[config.mk]
export PLATFORM = sky130hd
export DESIGN_NAME = ctrl_top
export DESIGN_NICKNAME = d
export VERILOG_FILES = /design/src/hdl/ctrl_isa_pkg.sv /design/src/hdl/ctrl_pipe_pkg.sv /design/src/hdl/exc_detect.sv /design/src/hdl/irq_select.sv /design/src/hdl/ctrl_fsm.sv /design/src/hdl/ctrl_top.sv
export SDC_FILE = /design/constraint.sdc
export NUM_CORES = 1
export LEC_CHECK = 0
export ABC_AREA = 1
export ABC_CLOCK_PERIOD_IN_PS = 2300
export BUFFER_PORTS_ARGS = -buffer_cell sky130_fd_sc_hd__buf_2
export CORE_MARGIN = 2
export CORE_UTILIZATION = 40
export DETAILED_ROUTE_END_ITERATION = 10
export PLACE_DENSITY = 0.73
export SETUP_SLACK_MARGIN = 0.02
export SYNTH_ARGS = -nofsm -noshare
export SYNTH_HDL_FRONTEND = slang
export SYNTH_SLANG_ARGS = --single-unit
[constraint.sdc]
create_clock -name clk_i -period 2.3 [get_ports clk_i]
set_input_delay 0.46 -clock clk_i [delete_from_list [all_inputs] [get_ports clk_i]]
set_output_delay 0.46 -clock clk_i [all_outputs]
set_load 0.02 [all_outputs]
[src/hdl/ctrl_isa_pkg.sv]
////////////////////////////////////////
// architectural types for the decode controller
// privilege levels, trap causes and interrupt requests
////////////////////////////////////////

package ctrl_isa_pkg;

  // maximum number of fast interrupt lines
  parameter int unsigned NUM_FAST_IRQ_MAX = 15;

  // privilege modes, only machine and user are implemented
  typedef enum logic [1:0] {
    PRIV_LVL_U = 2'b00,
    PRIV_LVL_M = 2'b11
  } priv_lvl_e;

  ////////////////////////////////////////
  // trap causes
  ////////////////////////////////////////

  // top bit marks an interrupt, low five bits hold the code
  typedef enum logic [5:0] {
    EXC_CAUSE_INSN_ADDR_MISA     = {1'b0, 5'd0},
    EXC_CAUSE_INSTR_ACCESS_FAULT = {1'b0, 5'd1},
    EXC_CAUSE_ILLEGAL_INSN       = {1'b0, 5'd2},
    EXC_CAUSE_BREAKPOINT         = {1'b0, 5'd3},
    EXC_CAUSE_ECALL_UMODE        = {1'b0, 5'd8},
    EXC_CAUSE_ECALL_MMODE        = {1'b0, 5'd11},
    EXC_CAUSE_IRQ_SOFTWARE_M     = {1'b1, 5'd3},
    EXC_CAUSE_IRQ_TIMER_M        = {1'b1, 5'd7},
    EXC_CAUSE_IRQ_EXTERNAL_M     = {1'b1, 5'd11},
    EXC_CAUSE_IRQ_NM             = {1'b1, 5'd31}
  } exc_code_e;

  // same word split up, fast interrupt n reads as irq=1 fast=1 id=n
  typedef struct packed {
    logic       irq;
    logic       fast;
    logic [3:0] id;
  } exc_fields_t;

  // the cause is read as a plain code or built from its fields
  typedef union packed {
    exc_code_e   code;
    exc_fields_t fields;
  } exc_cause_u;

  // interrupt requests, already masked by the mie register
  typedef struct packed {
    logic                        irq_software;
    logic                        irq_timer;
    logic                        irq_external;
    logic [NUM_FAST_IRQ_MAX-1:0] irq_fast;
  } irqs_t;

endpackage

[src/hdl/ctrl_pipe_pkg.sv]
////////////////////////////////////////
// pipeline side types between the controller
// and the fetch, decode and CSR blocks
////////////////////////////////////////

package ctrl_pipe_pkg;

  // fetch address select
  typedef enum logic [1:0] {
    PC_BOOT = 2'd0,
    PC_JUMP = 2'd1,
    PC_EXC  = 2'd2,
    PC_ERET = 2'd3
  } pc_sel_e;

  // which vector offset the fetch stage uses on PC_EXC
  typedef enum logic {
    EXC_PC_EXC = 1'b0,
    EXC_PC_IRQ = 1'b1
  } exc_pc_sel_e;

  // instruction held in the IF-ID register
  typedef struct packed {
    logic        valid;
    logic [31:0] rdata;
    // original 16 bit encoding, kept for mtval
    logic [15:0] rdata_c;
    logic        is_compressed;
    logic        fetch_err;
    // fault hit the upper half of an unaligned fetch
    logic        fetch_err_plus2;
    logic [31:0] pc;
  } instr_t;

  // raw decoder flags, not qualified with valid
  typedef struct packed {
    logic illegal;
    logic ecall;
    logic mret;
    logic wfi;
    logic ebrk;
    logic csr_pipe_flush;
    logic branch_set;
    logic jump_set;
  } dec_flags_t;

  // exception detector to FSM
  typedef struct packed {
    logic                    req;
    logic                    mret;
    logic                    wfi;
    ctrl_isa_pkg::exc_cause_u cause;
    logic [31:0]             mtval;
  } exc_info_t;

  // interrupt selector to FSM
  typedef struct packed {
    logic                    take;
    logic                    nmi;
    ctrl_isa_pkg::exc_cause_u cause;
  } irq_info_t;

  typedef struct packed {
    logic        pc_set;
    pc_sel_e     pc_sel;
    exc_pc_sel_e exc_pc_sel;
  } pc_ctrl_t;

  typedef struct packed {
    logic                    save_if;
    logic                    save_id;
    logic                    save_cause;
    logic                    restore_mret;
    ctrl_isa_pkg::exc_cause_u cause;
    logic [31:0]             mtval;
  } csr_ctrl_t;

endpackage

[src/hdl/exc_detect.sv]
////////////////////////////////////////
// synchronous exception detection for the
// instruction in ID, gives cause and mtval
////////////////////////////////////////

module exc_detect (
  input  logic                    clk_i,
  input  logic                    rst_ni,
  input  ctrl_pipe_pkg::instr_t   instr_i,
  input  ctrl_pipe_pkg::dec_flags_t dec_i,
  input  ctrl_isa_pkg::priv_lvl_e priv_mode_i,
  input  logic                    trap_wfi_i,
  // controller is in FLUSH, drop requests already handled
  input  logic                    in_flush_i,
  output ctrl_pipe_pkg::exc_info_t exc_o
);
  import ctrl_isa_pkg::*;

  logic       illegal_insn;
  logic       ecall_insn;
  logic       mret_insn;
  logic       wfi_insn;
  logic       ebrk_insn;
  logic       fetch_err;
  logic       illegal_umode;
  logic       illegal_d;
  logic       illegal_q;
  logic       exc_req_d;
  logic       exc_req_q;
  exc_cause_u cause;
  logic [31:0] mtval;

  // decoder flags ignore valid, so qualify them here
  assign illegal_insn = dec_i.illegal & instr_i.valid;
  assign ecall_insn   = dec_i.ecall & instr_i.valid;
  assign mret_insn    = dec_i.mret & instr_i.valid;
  assign wfi_insn     = dec_i.wfi & instr_i.valid;
  assign ebrk_insn    = dec_i.ebrk & instr_i.valid;
  assign fetch_err    = instr_i.fetch_err & instr_i.valid;

  // mret is M-mode only, wfi traps in U-mode when mstatus.tw is set
  assign illegal_umode = (priv_mode_i != PRIV_LVL_M) &
                         (mret_insn | (trap_wfi_i & wfi_insn));

  // both flops clear in FLUSH so a handled request does not come back
  assign illegal_d = (illegal_insn | illegal_umode) & ~in_flush_i;
  assign exc_req_d = (ecall_insn | ebrk_insn | illegal_d | fetch_err) & ~in_flush_i;

  always_ff @(posedge clk_i or negedge rst_ni) begin
    if (!rst_ni) begin
      illegal_q <= 1'b0;
      exc_req_q <= 1'b0;
    end else begin
      illegal_q <= illegal_d;
      exc_req_q <= exc_req_d;
    end
  end

  ////////////////////////////////////////
  // prioritisation
  ////////////////////////////////////////

  // fetch fault, then illegal, then ecall, then ebreak
  always_comb begin
    cause.code = EXC_CAUSE_INSN_ADDR_MISA;
    mtval      = '0;
    if (fetch_err) begin
      cause.code = EXC_CAUSE_INSTR_ACCESS_FAULT;
      // upper half fault reports the address of the second half
      mtval      = instr_i.fetch_err_plus2 ? instr_i.pc + 32'd2 : instr_i.pc;
    end else if (illegal_q) begin
      cause.code = EXC_CAUSE_ILLEGAL_INSN;
      mtval      = instr_i.is_compressed ? {16'b0, instr_i.rdata_c} : instr_i.rdata;
    end else if (ecall_insn) begin
      cause.code = (priv_mode_i == PRIV_LVL_M) ? EXC_CAUSE_ECALL_MMODE :
                                                 EXC_CAUSE_ECALL_UMODE;
    end else if (ebrk_insn) begin
      cause.code = EXC_CAUSE_BREAKPOINT;
    end
  end

  // in DECODE the live request counts, in FLUSH the registered one
  always_comb begin
    exc_o.req   = exc_req_d | exc_req_q;
    exc_o.mret  = mret_insn;
    exc_o.wfi   = wfi_insn;
    exc_o.cause = cause;
    exc_o.mtval = mtval;
  end

endmodule

[src/hdl/irq_select.sv]
////////////////////////////////////////
// interrupt arbitration and NMI mode flag
////////////////////////////////////////

module irq_select #(
  parameter int unsigned NumFastIrq = 15
) (
  input  logic                     clk_i,
  input  logic                     rst_ni,
  input  ctrl_isa_pkg::irqs_t      irqs_i,
  input  logic                     irq_nm_i,
  // mstatus.mie
  input  logic                     irq_en_i,
  // strobes from the FSM
  input  logic                     irq_taken_i,
  input  logic                     mret_done_i,
  output ctrl_pipe_pkg::irq_info_t irq_o,
  output logic                     nmi_mode_o
);
  import ctrl_isa_pkg::*;

  // only the low NumFastIrq fast lines are wired up
  localparam logic [NUM_FAST_IRQ_MAX-1:0] FastMask =
      {NUM_FAST_IRQ_MAX{1'b1}} >> (NUM_FAST_IRQ_MAX - NumFastIrq);

  logic [NUM_FAST_IRQ_MAX-1:0] fast_req;
  logic [3:0]                  fast_id;
  logic                        irq_pending;
  logic                        nmi_mode_q;
  exc_cause_u                  cause;

  assign fast_req    = irqs_i.irq_fast & FastMask;
  assign irq_pending = (|fast_req) | irqs_i.irq_external |
                       irqs_i.irq_software | irqs_i.irq_timer;

  // highest numbered fast line wins, later iterations override
  always_comb begin
    fast_id = '0;
    for (int i = 0; i < NUM_FAST_IRQ_MAX; i++) begin
      if (fast_req[i]) begin
        fast_id = 4'(i);
      end
    end
  end

  // cause.fields.irq also doubles as "something pending" for wake-up
  always_comb begin
    cause = '0;
    if (irq_nm_i) begin
      cause.code = EXC_CAUSE_IRQ_NM;
    end else if (|fast_req) begin
      // fast n encodes as 16 + n
      cause.fields.irq  = 1'b1;
      cause.fields.fast = 1'b1;
      cause.fields.id   = fast_id;
    end else if (irqs_i.irq_external) begin
      cause.code = EXC_CAUSE_IRQ_EXTERNAL_M;
    end else if (irqs_i.irq_software) begin
      cause.code = EXC_CAUSE_IRQ_SOFTWARE_M;
    end else if (irqs_i.irq_timer) begin
      cause.code = EXC_CAUSE_IRQ_TIMER_M;
    end
  end

  // no nesting inside the NMI handler, NMI ignores mie
  always_comb begin
    irq_o.take  = ~nmi_mode_q & (irq_nm_i | (irq_pending & irq_en_i));
    irq_o.nmi   = irq_nm_i;
    irq_o.cause = cause;
  end

  always_ff @(posedge clk_i or negedge rst_ni) begin
    if (!rst_ni) begin
      nmi_mode_q <= 1'b0;
    end else if (irq_taken_i && irq_nm_i) begin
      nmi_mode_q <= 1'b1;
    end else if (mret_done_i) begin
      nmi_mode_q <= 1'b0;
    end
  end

  assign nmi_mode_o = nmi_mode_q;

endmodule

[src/hdl/ctrl_fsm.sv]
////////////////////////////////////////
// decode stage controller FSM, drives the PC mux,
// CSR save/restore strobes and ID stall/flush
////////////////////////////////////////

module ctrl_fsm (
  input  logic                       clk_i,
  input  logic                       rst_ni,
  input  ctrl_pipe_pkg::instr_t      instr_i,
  input  ctrl_pipe_pkg::dec_flags_t  dec_i,
  input  ctrl_pipe_pkg::exc_info_t   exc_i,
  input  ctrl_pipe_pkg::irq_info_t   irq_i,
  input  logic                       stall_id_i,
  // to the exception and interrupt blocks
  output logic                       in_flush_o,
  output logic                       irq_taken_o,
  output logic                       mret_done_o,
  // to fetch and the IF-ID register
  output ctrl_pipe_pkg::pc_ctrl_t    pc_ctrl_o,
  output logic                       instr_req_o,
  output logic                       id_in_ready_o,
  output logic                       instr_valid_clear_o,
  output logic                       flush_id_o,
  // to the CSR file
  output ctrl_pipe_pkg::csr_ctrl_t   csr_ctrl_o,
  output logic                       ctrl_busy_o
);
  import ctrl_pipe_pkg::*;

  typedef enum logic [2:0] {
    RESET, BOOT_SET, WAIT_SLEEP, SLEEP, FIRST_FETCH, DECODE, FLUSH, IRQ_TAKEN
  } ctrl_fsm_e;

  ctrl_fsm_e state_q;
  ctrl_fsm_e state_d;

  logic csr_pipe_flush;
  logic special_req;
  logic special_req_branch;
  logic halt_if;
  logic retain_id;
  logic flush_id;

  assign csr_pipe_flush = dec_i.csr_pipe_flush & instr_i.valid;

  // anything that needs a trip through FLUSH
  assign special_req = exc_i.req | exc_i.mret | exc_i.wfi | csr_pipe_flush;

  // a faulting fetch never redirects on a branch
  assign special_req_branch = instr_i.fetch_err & instr_i.valid;

  always_comb begin
    state_d     = state_q;
    instr_req_o = 1'b1;
    ctrl_busy_o = 1'b1;
    halt_if     = 1'b0;
    retain_id   = 1'b0;
    flush_id    = 1'b0;
    irq_taken_o = 1'b0;
    mret_done_o = 1'b0;
    // mux selects only matter when pc_set is high
    pc_ctrl_o.pc_set     = 1'b0;
    pc_ctrl_o.pc_sel     = PC_BOOT;
    pc_ctrl_o.exc_pc_sel = EXC_PC_IRQ;
    csr_ctrl_o           = '0;

    unique case (state_q)
      RESET: begin
        instr_req_o      = 1'b0;
        pc_ctrl_o.pc_set = 1'b1;
        state_d          = BOOT_SET;
      end

      BOOT_SET: begin
        // boot address into fetch, requests start now
        pc_ctrl_o.pc_set = 1'b1;
        state_d          = FIRST_FETCH;
      end

      WAIT_SLEEP: begin
        ctrl_busy_o = 1'b0;
        instr_req_o = 1'b0;
        halt_if     = 1'b1;
        flush_id    = 1'b1;
        state_d     = SLEEP;
      end

      SLEEP: begin
        instr_req_o = 1'b0;
        halt_if     = 1'b1;
        flush_id    = 1'b1;
        // wake on any pending line, enabled or not
        if (irq_i.nmi || irq_i.cause.fields.irq) begin
          state_d = FIRST_FETCH;
        end else begin
          ctrl_busy_o = 1'b0;
        end
      end

      FIRST_FETCH: begin
        // wait for the first instruction to land in ID
        if (!stall_id_i) begin
          state_d = DECODE;
        end
        if (irq_i.take) begin
          state_d = IRQ_TAKEN;
          halt_if = 1'b1;
        end
      end

      DECODE: begin
        pc_ctrl_o.pc_sel = PC_JUMP;

        // hold the instruction so FLUSH can still see it
        if (special_req) begin
          retain_id = 1'b1;
          if (!stall_id_i) begin
            state_d = FLUSH;
          end
        end

        if (!special_req_branch && (dec_i.branch_set || dec_i.jump_set)) begin
          pc_ctrl_o.pc_set = 1'b1;
        end

        // interrupt waits for the current instruction to finish
        if (irq_i.take) begin
          halt_if = 1'b1;
          if (!stall_id_i && !special_req) begin
            state_d = IRQ_TAKEN;
          end
        end
      end

      IRQ_TAKEN: begin
        pc_ctrl_o.pc_sel     = PC_EXC;
        pc_ctrl_o.exc_pc_sel = EXC_PC_IRQ;
        // request may have dropped meanwhile, then just resume
        if (irq_i.take) begin
          pc_ctrl_o.pc_set      = 1'b1;
          csr_ctrl_o.save_if    = 1'b1;
          csr_ctrl_o.save_cause = 1'b1;
          csr_ctrl_o.cause      = irq_i.cause;
          irq_taken_o           = 1'b1;
        end
        state_d = DECODE;
      end

      FLUSH: begin
        halt_if = 1'b1;
        flush_id = 1'b1;
        state_d = DECODE;

        if (exc_i.req) begin
          // trap, epc comes from the instruction in ID
          pc_ctrl_o.pc_set      = 1'b1;
          pc_ctrl_o.pc_sel      = PC_EXC;
          pc_ctrl_o.exc_pc_sel  = EXC_PC_EXC;
          csr_ctrl_o.save_id    = 1'b1;
          csr_ctrl_o.save_cause = 1'b1;
          csr_ctrl_o.cause      = exc_i.cause;
          csr_ctrl_o.mtval      = exc_i.mtval;
        end else if (exc_i.mret) begin
          pc_ctrl_o.pc_set        = 1'b1;
          pc_ctrl_o.pc_sel        = PC_ERET;
          csr_ctrl_o.restore_mret = 1'b1;
          // also leaves NMI mode
          mret_done_o             = 1'b1;
        end else if (exc_i.wfi) begin
          state_d = WAIT_SLEEP;
        end else if (csr_pipe_flush && irq_i.take) begin
          // CSR write may have just unmasked an interrupt
          state_d = IRQ_TAKEN;
        end
      end

      default: begin
        instr_req_o = 1'b0;
        state_d     = RESET;
      end
    endcase
  end

  always_ff @(posedge clk_i or negedge rst_ni) begin
    if (!rst_ni) begin
      state_q <= RESET;
    end else begin
      state_q <= state_d;
    end
  end

  ////////////////////////////////////////
  // stall and flush
  ////////////////////////////////////////

  assign in_flush_o    = (state_q == FLUSH);
  assign flush_id_o    = flush_id;
  assign id_in_ready_o = ~stall_id_i & ~halt_if & ~retain_id;

  // retain keeps valid set unless flush overrides it
  assign instr_valid_clear_o = ~(stall_id_i | retain_id) | flush_id;

endmodule

[src/hdl/ctrl_top.sv]
////////////////////////////////////////
// decode controller top, connects exception,
// interrupt and FSM blocks to the pipeline
////////////////////////////////////////

module ctrl_top #(
  parameter int unsigned NumFastIrq = 15
) (
  input  logic                      clk_i,
  input  logic                      rst_ni,
  // IF-ID register and decoder
  input  ctrl_pipe_pkg::instr_t     instr_i,
  input  ctrl_pipe_pkg::dec_flags_t dec_i,
  // interrupt sources
  input  ctrl_isa_pkg::irqs_t       irqs_i,
  input  logic                      irq_nm_i,
  // CSR state
  input  logic                      irq_en_i,
  input  ctrl_isa_pkg::priv_lvl_e   priv_mode_i,
  input  logic                      trap_wfi_i,
  input  logic                      stall_id_i,
  // fetch side
  output ctrl_pipe_pkg::pc_ctrl_t   pc_ctrl_o,
  output logic                      instr_req_o,
  output logic                      id_in_ready_o,
  output logic                      instr_valid_clear_o,
  output logic                      flush_id_o,
  // CSR side
  output ctrl_pipe_pkg::csr_ctrl_t  csr_ctrl_o,
  output logic                      nmi_mode_o,
  output logic                      ctrl_busy_o
);
  import ctrl_pipe_pkg::*;

  exc_info_t exc_info;
  irq_info_t irq_info;
  logic      in_flush;
  logic      irq_taken;
  logic      mret_done;

  exc_detect exc_detect_inst (
    .clk_i       (clk_i),
    .rst_ni      (rst_ni),
    .instr_i     (instr_i),
    .dec_i       (dec_i),
    .priv_mode_i (priv_mode_i),
    .trap_wfi_i  (trap_wfi_i),
    .in_flush_i  (in_flush),
    .exc_o       (exc_info)
  );

  irq_select #(
    .NumFastIrq (NumFastIrq)
  ) irq_select_inst (
    .clk_i       (clk_i),
    .rst_ni      (rst_ni),
    .irqs_i      (irqs_i),
    .irq_nm_i    (irq_nm_i),
    .irq_en_i    (irq_en_i),
    .irq_taken_i (irq_taken),
    .mret_done_i (mret_done),
    .irq_o       (irq_info),
    .nmi_mode_o  (nmi_mode_o)
  );

  ctrl_fsm ctrl_fsm_inst (
    .clk_i               (clk_i),
    .rst_ni              (rst_ni),
    .instr_i             (instr_i),
    .dec_i               (dec_i),
    .exc_i               (exc_info),
    .irq_i               (irq_info),
    .stall_id_i          (stall_id_i),
    .in_flush_o          (in_flush),
    .irq_taken_o         (irq_taken),
    .mret_done_o         (mret_done),
    .pc_ctrl_o           (pc_ctrl_o),
    .instr_req_o         (instr_req_o),
    .id_in_ready_o       (id_in_ready_o),
    .instr_valid_clear_o (instr_valid_clear_o),
    .flush_id_o          (flush_id_o),
    .csr_ctrl_o          (csr_ctrl_o),
    .ctrl_busy_o         (ctrl_busy_o)
  );

endmodule

==> qor.csv <==
stage,metric,value,unit
layout,synth-to-layout area growth,71.50,%
route,DR WL/cell,13.81,um
global_routing,initial antenna violation count,0,
placement,pre-CTS WS,-0.02897,ns
cts,CTS Buffer Depth,2,
worst_setup_path,Critical Path RT,1.84,ns
cts,worst skew pair latency,0.23,ns
worst_setup_path,crit end category,output port,
synth,ys flop type,dfrtp_1,
pwr,leakage,2.522,nW
route,vias,4320,
timing,RSZ-0062 raised after global routing,true,
timing,Final Hold Fails,0,
cts,CTS Root Cell,clkbuf_8,
global_routing,largest net degree at the start of global routing,23,
global_routing,first-pass GRT wire length,17570,um
timing,worst hold slack,0.05499,ns
route,via/cell ratio,5.230,
flow_run,max-cap violations,0,
cts,clock sinks,6,
synth,Syn Inst Count,530,
route,1st-iter DRT viols,243,
timing,setup ws final,0.01482,ns
layout,Final nets,870,
placement,Placed Area,0.003797,sq mm
floorplan,area of the die,0.007194,sq mm
floorplan,initial core utilization,0.4114,
placement,DP HPWL,8588,um
synth,Mapped Nets,649,
layout,Inserted Diodes,0,
worst_setup_path,crit path DAT,1.83,ns
synth,"Seq/Total Area, Yosys",0.05747,
route,drt first pass iters,5,
timing,FMAX,0.4376,GHz
cts,CTS tree,yes,
worst_setup_path,Startpoint Class,flip-flop,
worst_setup_path,Reg2Reg Setup Slack,0.74,ns
layout,Non-Filler Instances,826,
synth,Synth async-reset ratio,1.000,
placement,dpl cells,800,
pwr,maximum vdd ir drop,0.6462,mV
worst_setup_path,Critical R2R Launch,ctrl_fsm_inst.state_q[1],
worst_setup_path,Crit Path Category,flip-flop to output port,
floorplan,Placeable Area,0.006350,sq mm
synth,synth cell count leaders,"nand2_1, inv_1, nor2_1",
worst_setup_path,critical path capture point,csr_ctrl_o[3],
floorplan,I/O pins,170,
synth,cell taking the most area after synthesis,nand2_1,
synth,Yosys top cell area share,0.2241,
synth,most frequent cell after synthesis,nand2_1,
worst_setup_path,worst-path maximum fanout,8,
synth,Yosys warning count,0,
route,final wirelength,11410,um
timing,Final setup viols,0,
floorplan,Chip Width,84.82,um
global_routing,vias in the first global route,4191,
timing,Setup TNS,0,ns
timing,Final min period,2.285,ns
worst_setup_path,R2R Path End,ctrl_fsm_inst.state_q[2],
floorplan,row cnt,29,
layout,fraction of layout cells with a size suffix above 1,0.4459,
timing,final slew viol count,0,
cts,"Reg clk slew, reported paths",0.04,ns
floorplan,DIE HEIGHT,84.82,um
timing,Max-slew headroom,0.6964,
timing,Final Cycle Share,0.9936,
worst_hold_path,Hold Path Class,input port to async pin,
cts,hold_buf cts,0,
synth,Mean Syn Cell Area,4.929,sq um
synth,"Cell Area, Synth",0.002613,sq mm
cts,CTS Buf Count,3,
global_routing,GRT overflow,0,
run_status,run status,completed,
synth,post-synthesis register bit count,6,
synth,largest cells by area after synthesis,"nand2_1, inv_1, nand3_1",
pwr,Cell Pwr Density,440.5,mW/mm^2
global_routing,All-Layer GR Usage,0.2880,
route,DRC violations left,0,
route,number of nets with antenna violations after routing,0,
placement,GPL Wtd Cong,1.005,
timing,Worst Skew,0.001407,ns
worst_setup_path,reg2reg path depth,9,
worst_setup_path,Crit. Startpoint,ctrl_fsm_inst.state_q[1],
placement,Port-buffer cells,169,
synth,Unique masters post-synth,42,
timing,Slew @ Worst Pin,0.4520,ns
synth,number of flops mapped to enable cells by yosys,0,
cts,H-tree depth,1,
layout,fin area,0.004481,sq mm
==> stage by stage <==
stage | utilization | total power [mW]
finish | 0.7056 | 1.974
global placement | 0.5980 | 1.496
floorplan | - | 1.001
CTS | 0.6290 | 1.759
global route | 0.7056 | 2.123
detailed placement | 0.5980 | 1.512
==> per-layer routing <==
layer / global-route usage / up-vias / part of all wire
li1: - / 2137 / -
met1: 0.3539 / 1947 / 0.39
met2: 0.5161 / 212 / 0.51
met3: 0.05350 / 24 / 0.088
met4: 0.07504 / 0 / 0.016
met5: 0 / - / 0
==> how the worst min path moves through the flow <==
stage | to | slack [ns] | from
6_report | irq_select_inst.nmi_mode_o | 0.05 | rst_ni
5_1_grt | ctrl_fsm_inst.state_q[2] | 0.06 | rst_ni
4_1_cts | irq_select_inst.nmi_mode_o | 0.06 | rst_ni
3_5_place_dp | irq_select_inst.nmi_mode_o | 0.30 | rst_ni
3_3_place_gp | irq_select_inst.nmi_mode_o | 0.30 | rst_ni
2_1_floorplan | ctrl_fsm_inst.state_q[0] | 0.16 | rst_ni
==> worst max-delay path: stages, from the launching register on <==
cell     delay [ns]
dfrtp_1        0.40
inv_2          0.08
nor2_4         0.09
inv_2          0.05
nor2_2         0.10
inv_2          0.10
nor2_8         0.15
inv_6          0.07
buf_8          0.14
o41ai_4        0.21
buf_4          0.20
==> cells in the final DEF (no fill, tap or decap), types with 3 or more instances in the layout <==
cell type	netlist	layout
a21oi_1	38	33
a21oi_2	0	4
a31oi_1	3	3
buf_2	4	141
buf_4	3	75
buf_6	2	14
buf_8	0	3
clkbuf_4	0	3
clkbuf_8	0	3
dfrtp_1	6	5
inv_1	79	67
inv_2	3	12
nand2_1	156	141
nand2_2	6	17
nand2_4	1	5
nand3_1	53	49
nand3_2	2	6
nand3b_1	5	5
nand4_1	6	6
nor2_1	61	45
nor2_2	3	10
nor2_4	3	12
nor3_1	16	11
nor3_4	2	6
o21ai_0	34	27
o21ai_1	0	4
o21ai_2	0	3
or2_0	4	4
xnor2_1	6	6
==> registers in the layout, indices dropped and copies added (netlist names) <==
name,flops
ctrl_fsm_inst.state_q,3
exc_detect_inst.exc_req_q,1
exc_detect_inst.illegal_q,1
irq_select_inst.nmi_mode_o,1
==> where the power goes <==
part,leakage [nW],switching (mW),internal [mW]
sequential,0.0661,0.0573,0.149
clock,0.0216,0.0553,0.113
combinational,2.43,0.954,0.646
==> cell type report <==
type	instances	area, sq um
Fill cell	544	1869
Inverter	82	319.1
Sequential cell	6	151.4
Clock buffer	3	41.29
Timing Repair Buffer	237	1514
Tap cell	77	96.34
Multi-Input combinational cell	421	2359
==> cells by family (layout without fill, tap and decap cells) <==
kind of cell    count (synthesis)  in the layout  share of synthesized area
compound gates                 87             87                     0.1839
xor+xnor                        7              7                    0.02347
fa+ha+maj                       1              1                   0.004789
buf+inv                       103            322                     0.1600
flops                           6              6                    0.05747
simple gates                  326            326                     0.5704
==> repair_timing <==
item                       CTS  global route
setup buffers                8            15
setup endpoints to repair   24            35
resized for setup           26           121
pin swaps                    7            19
(Power assumes the default switching activity.)
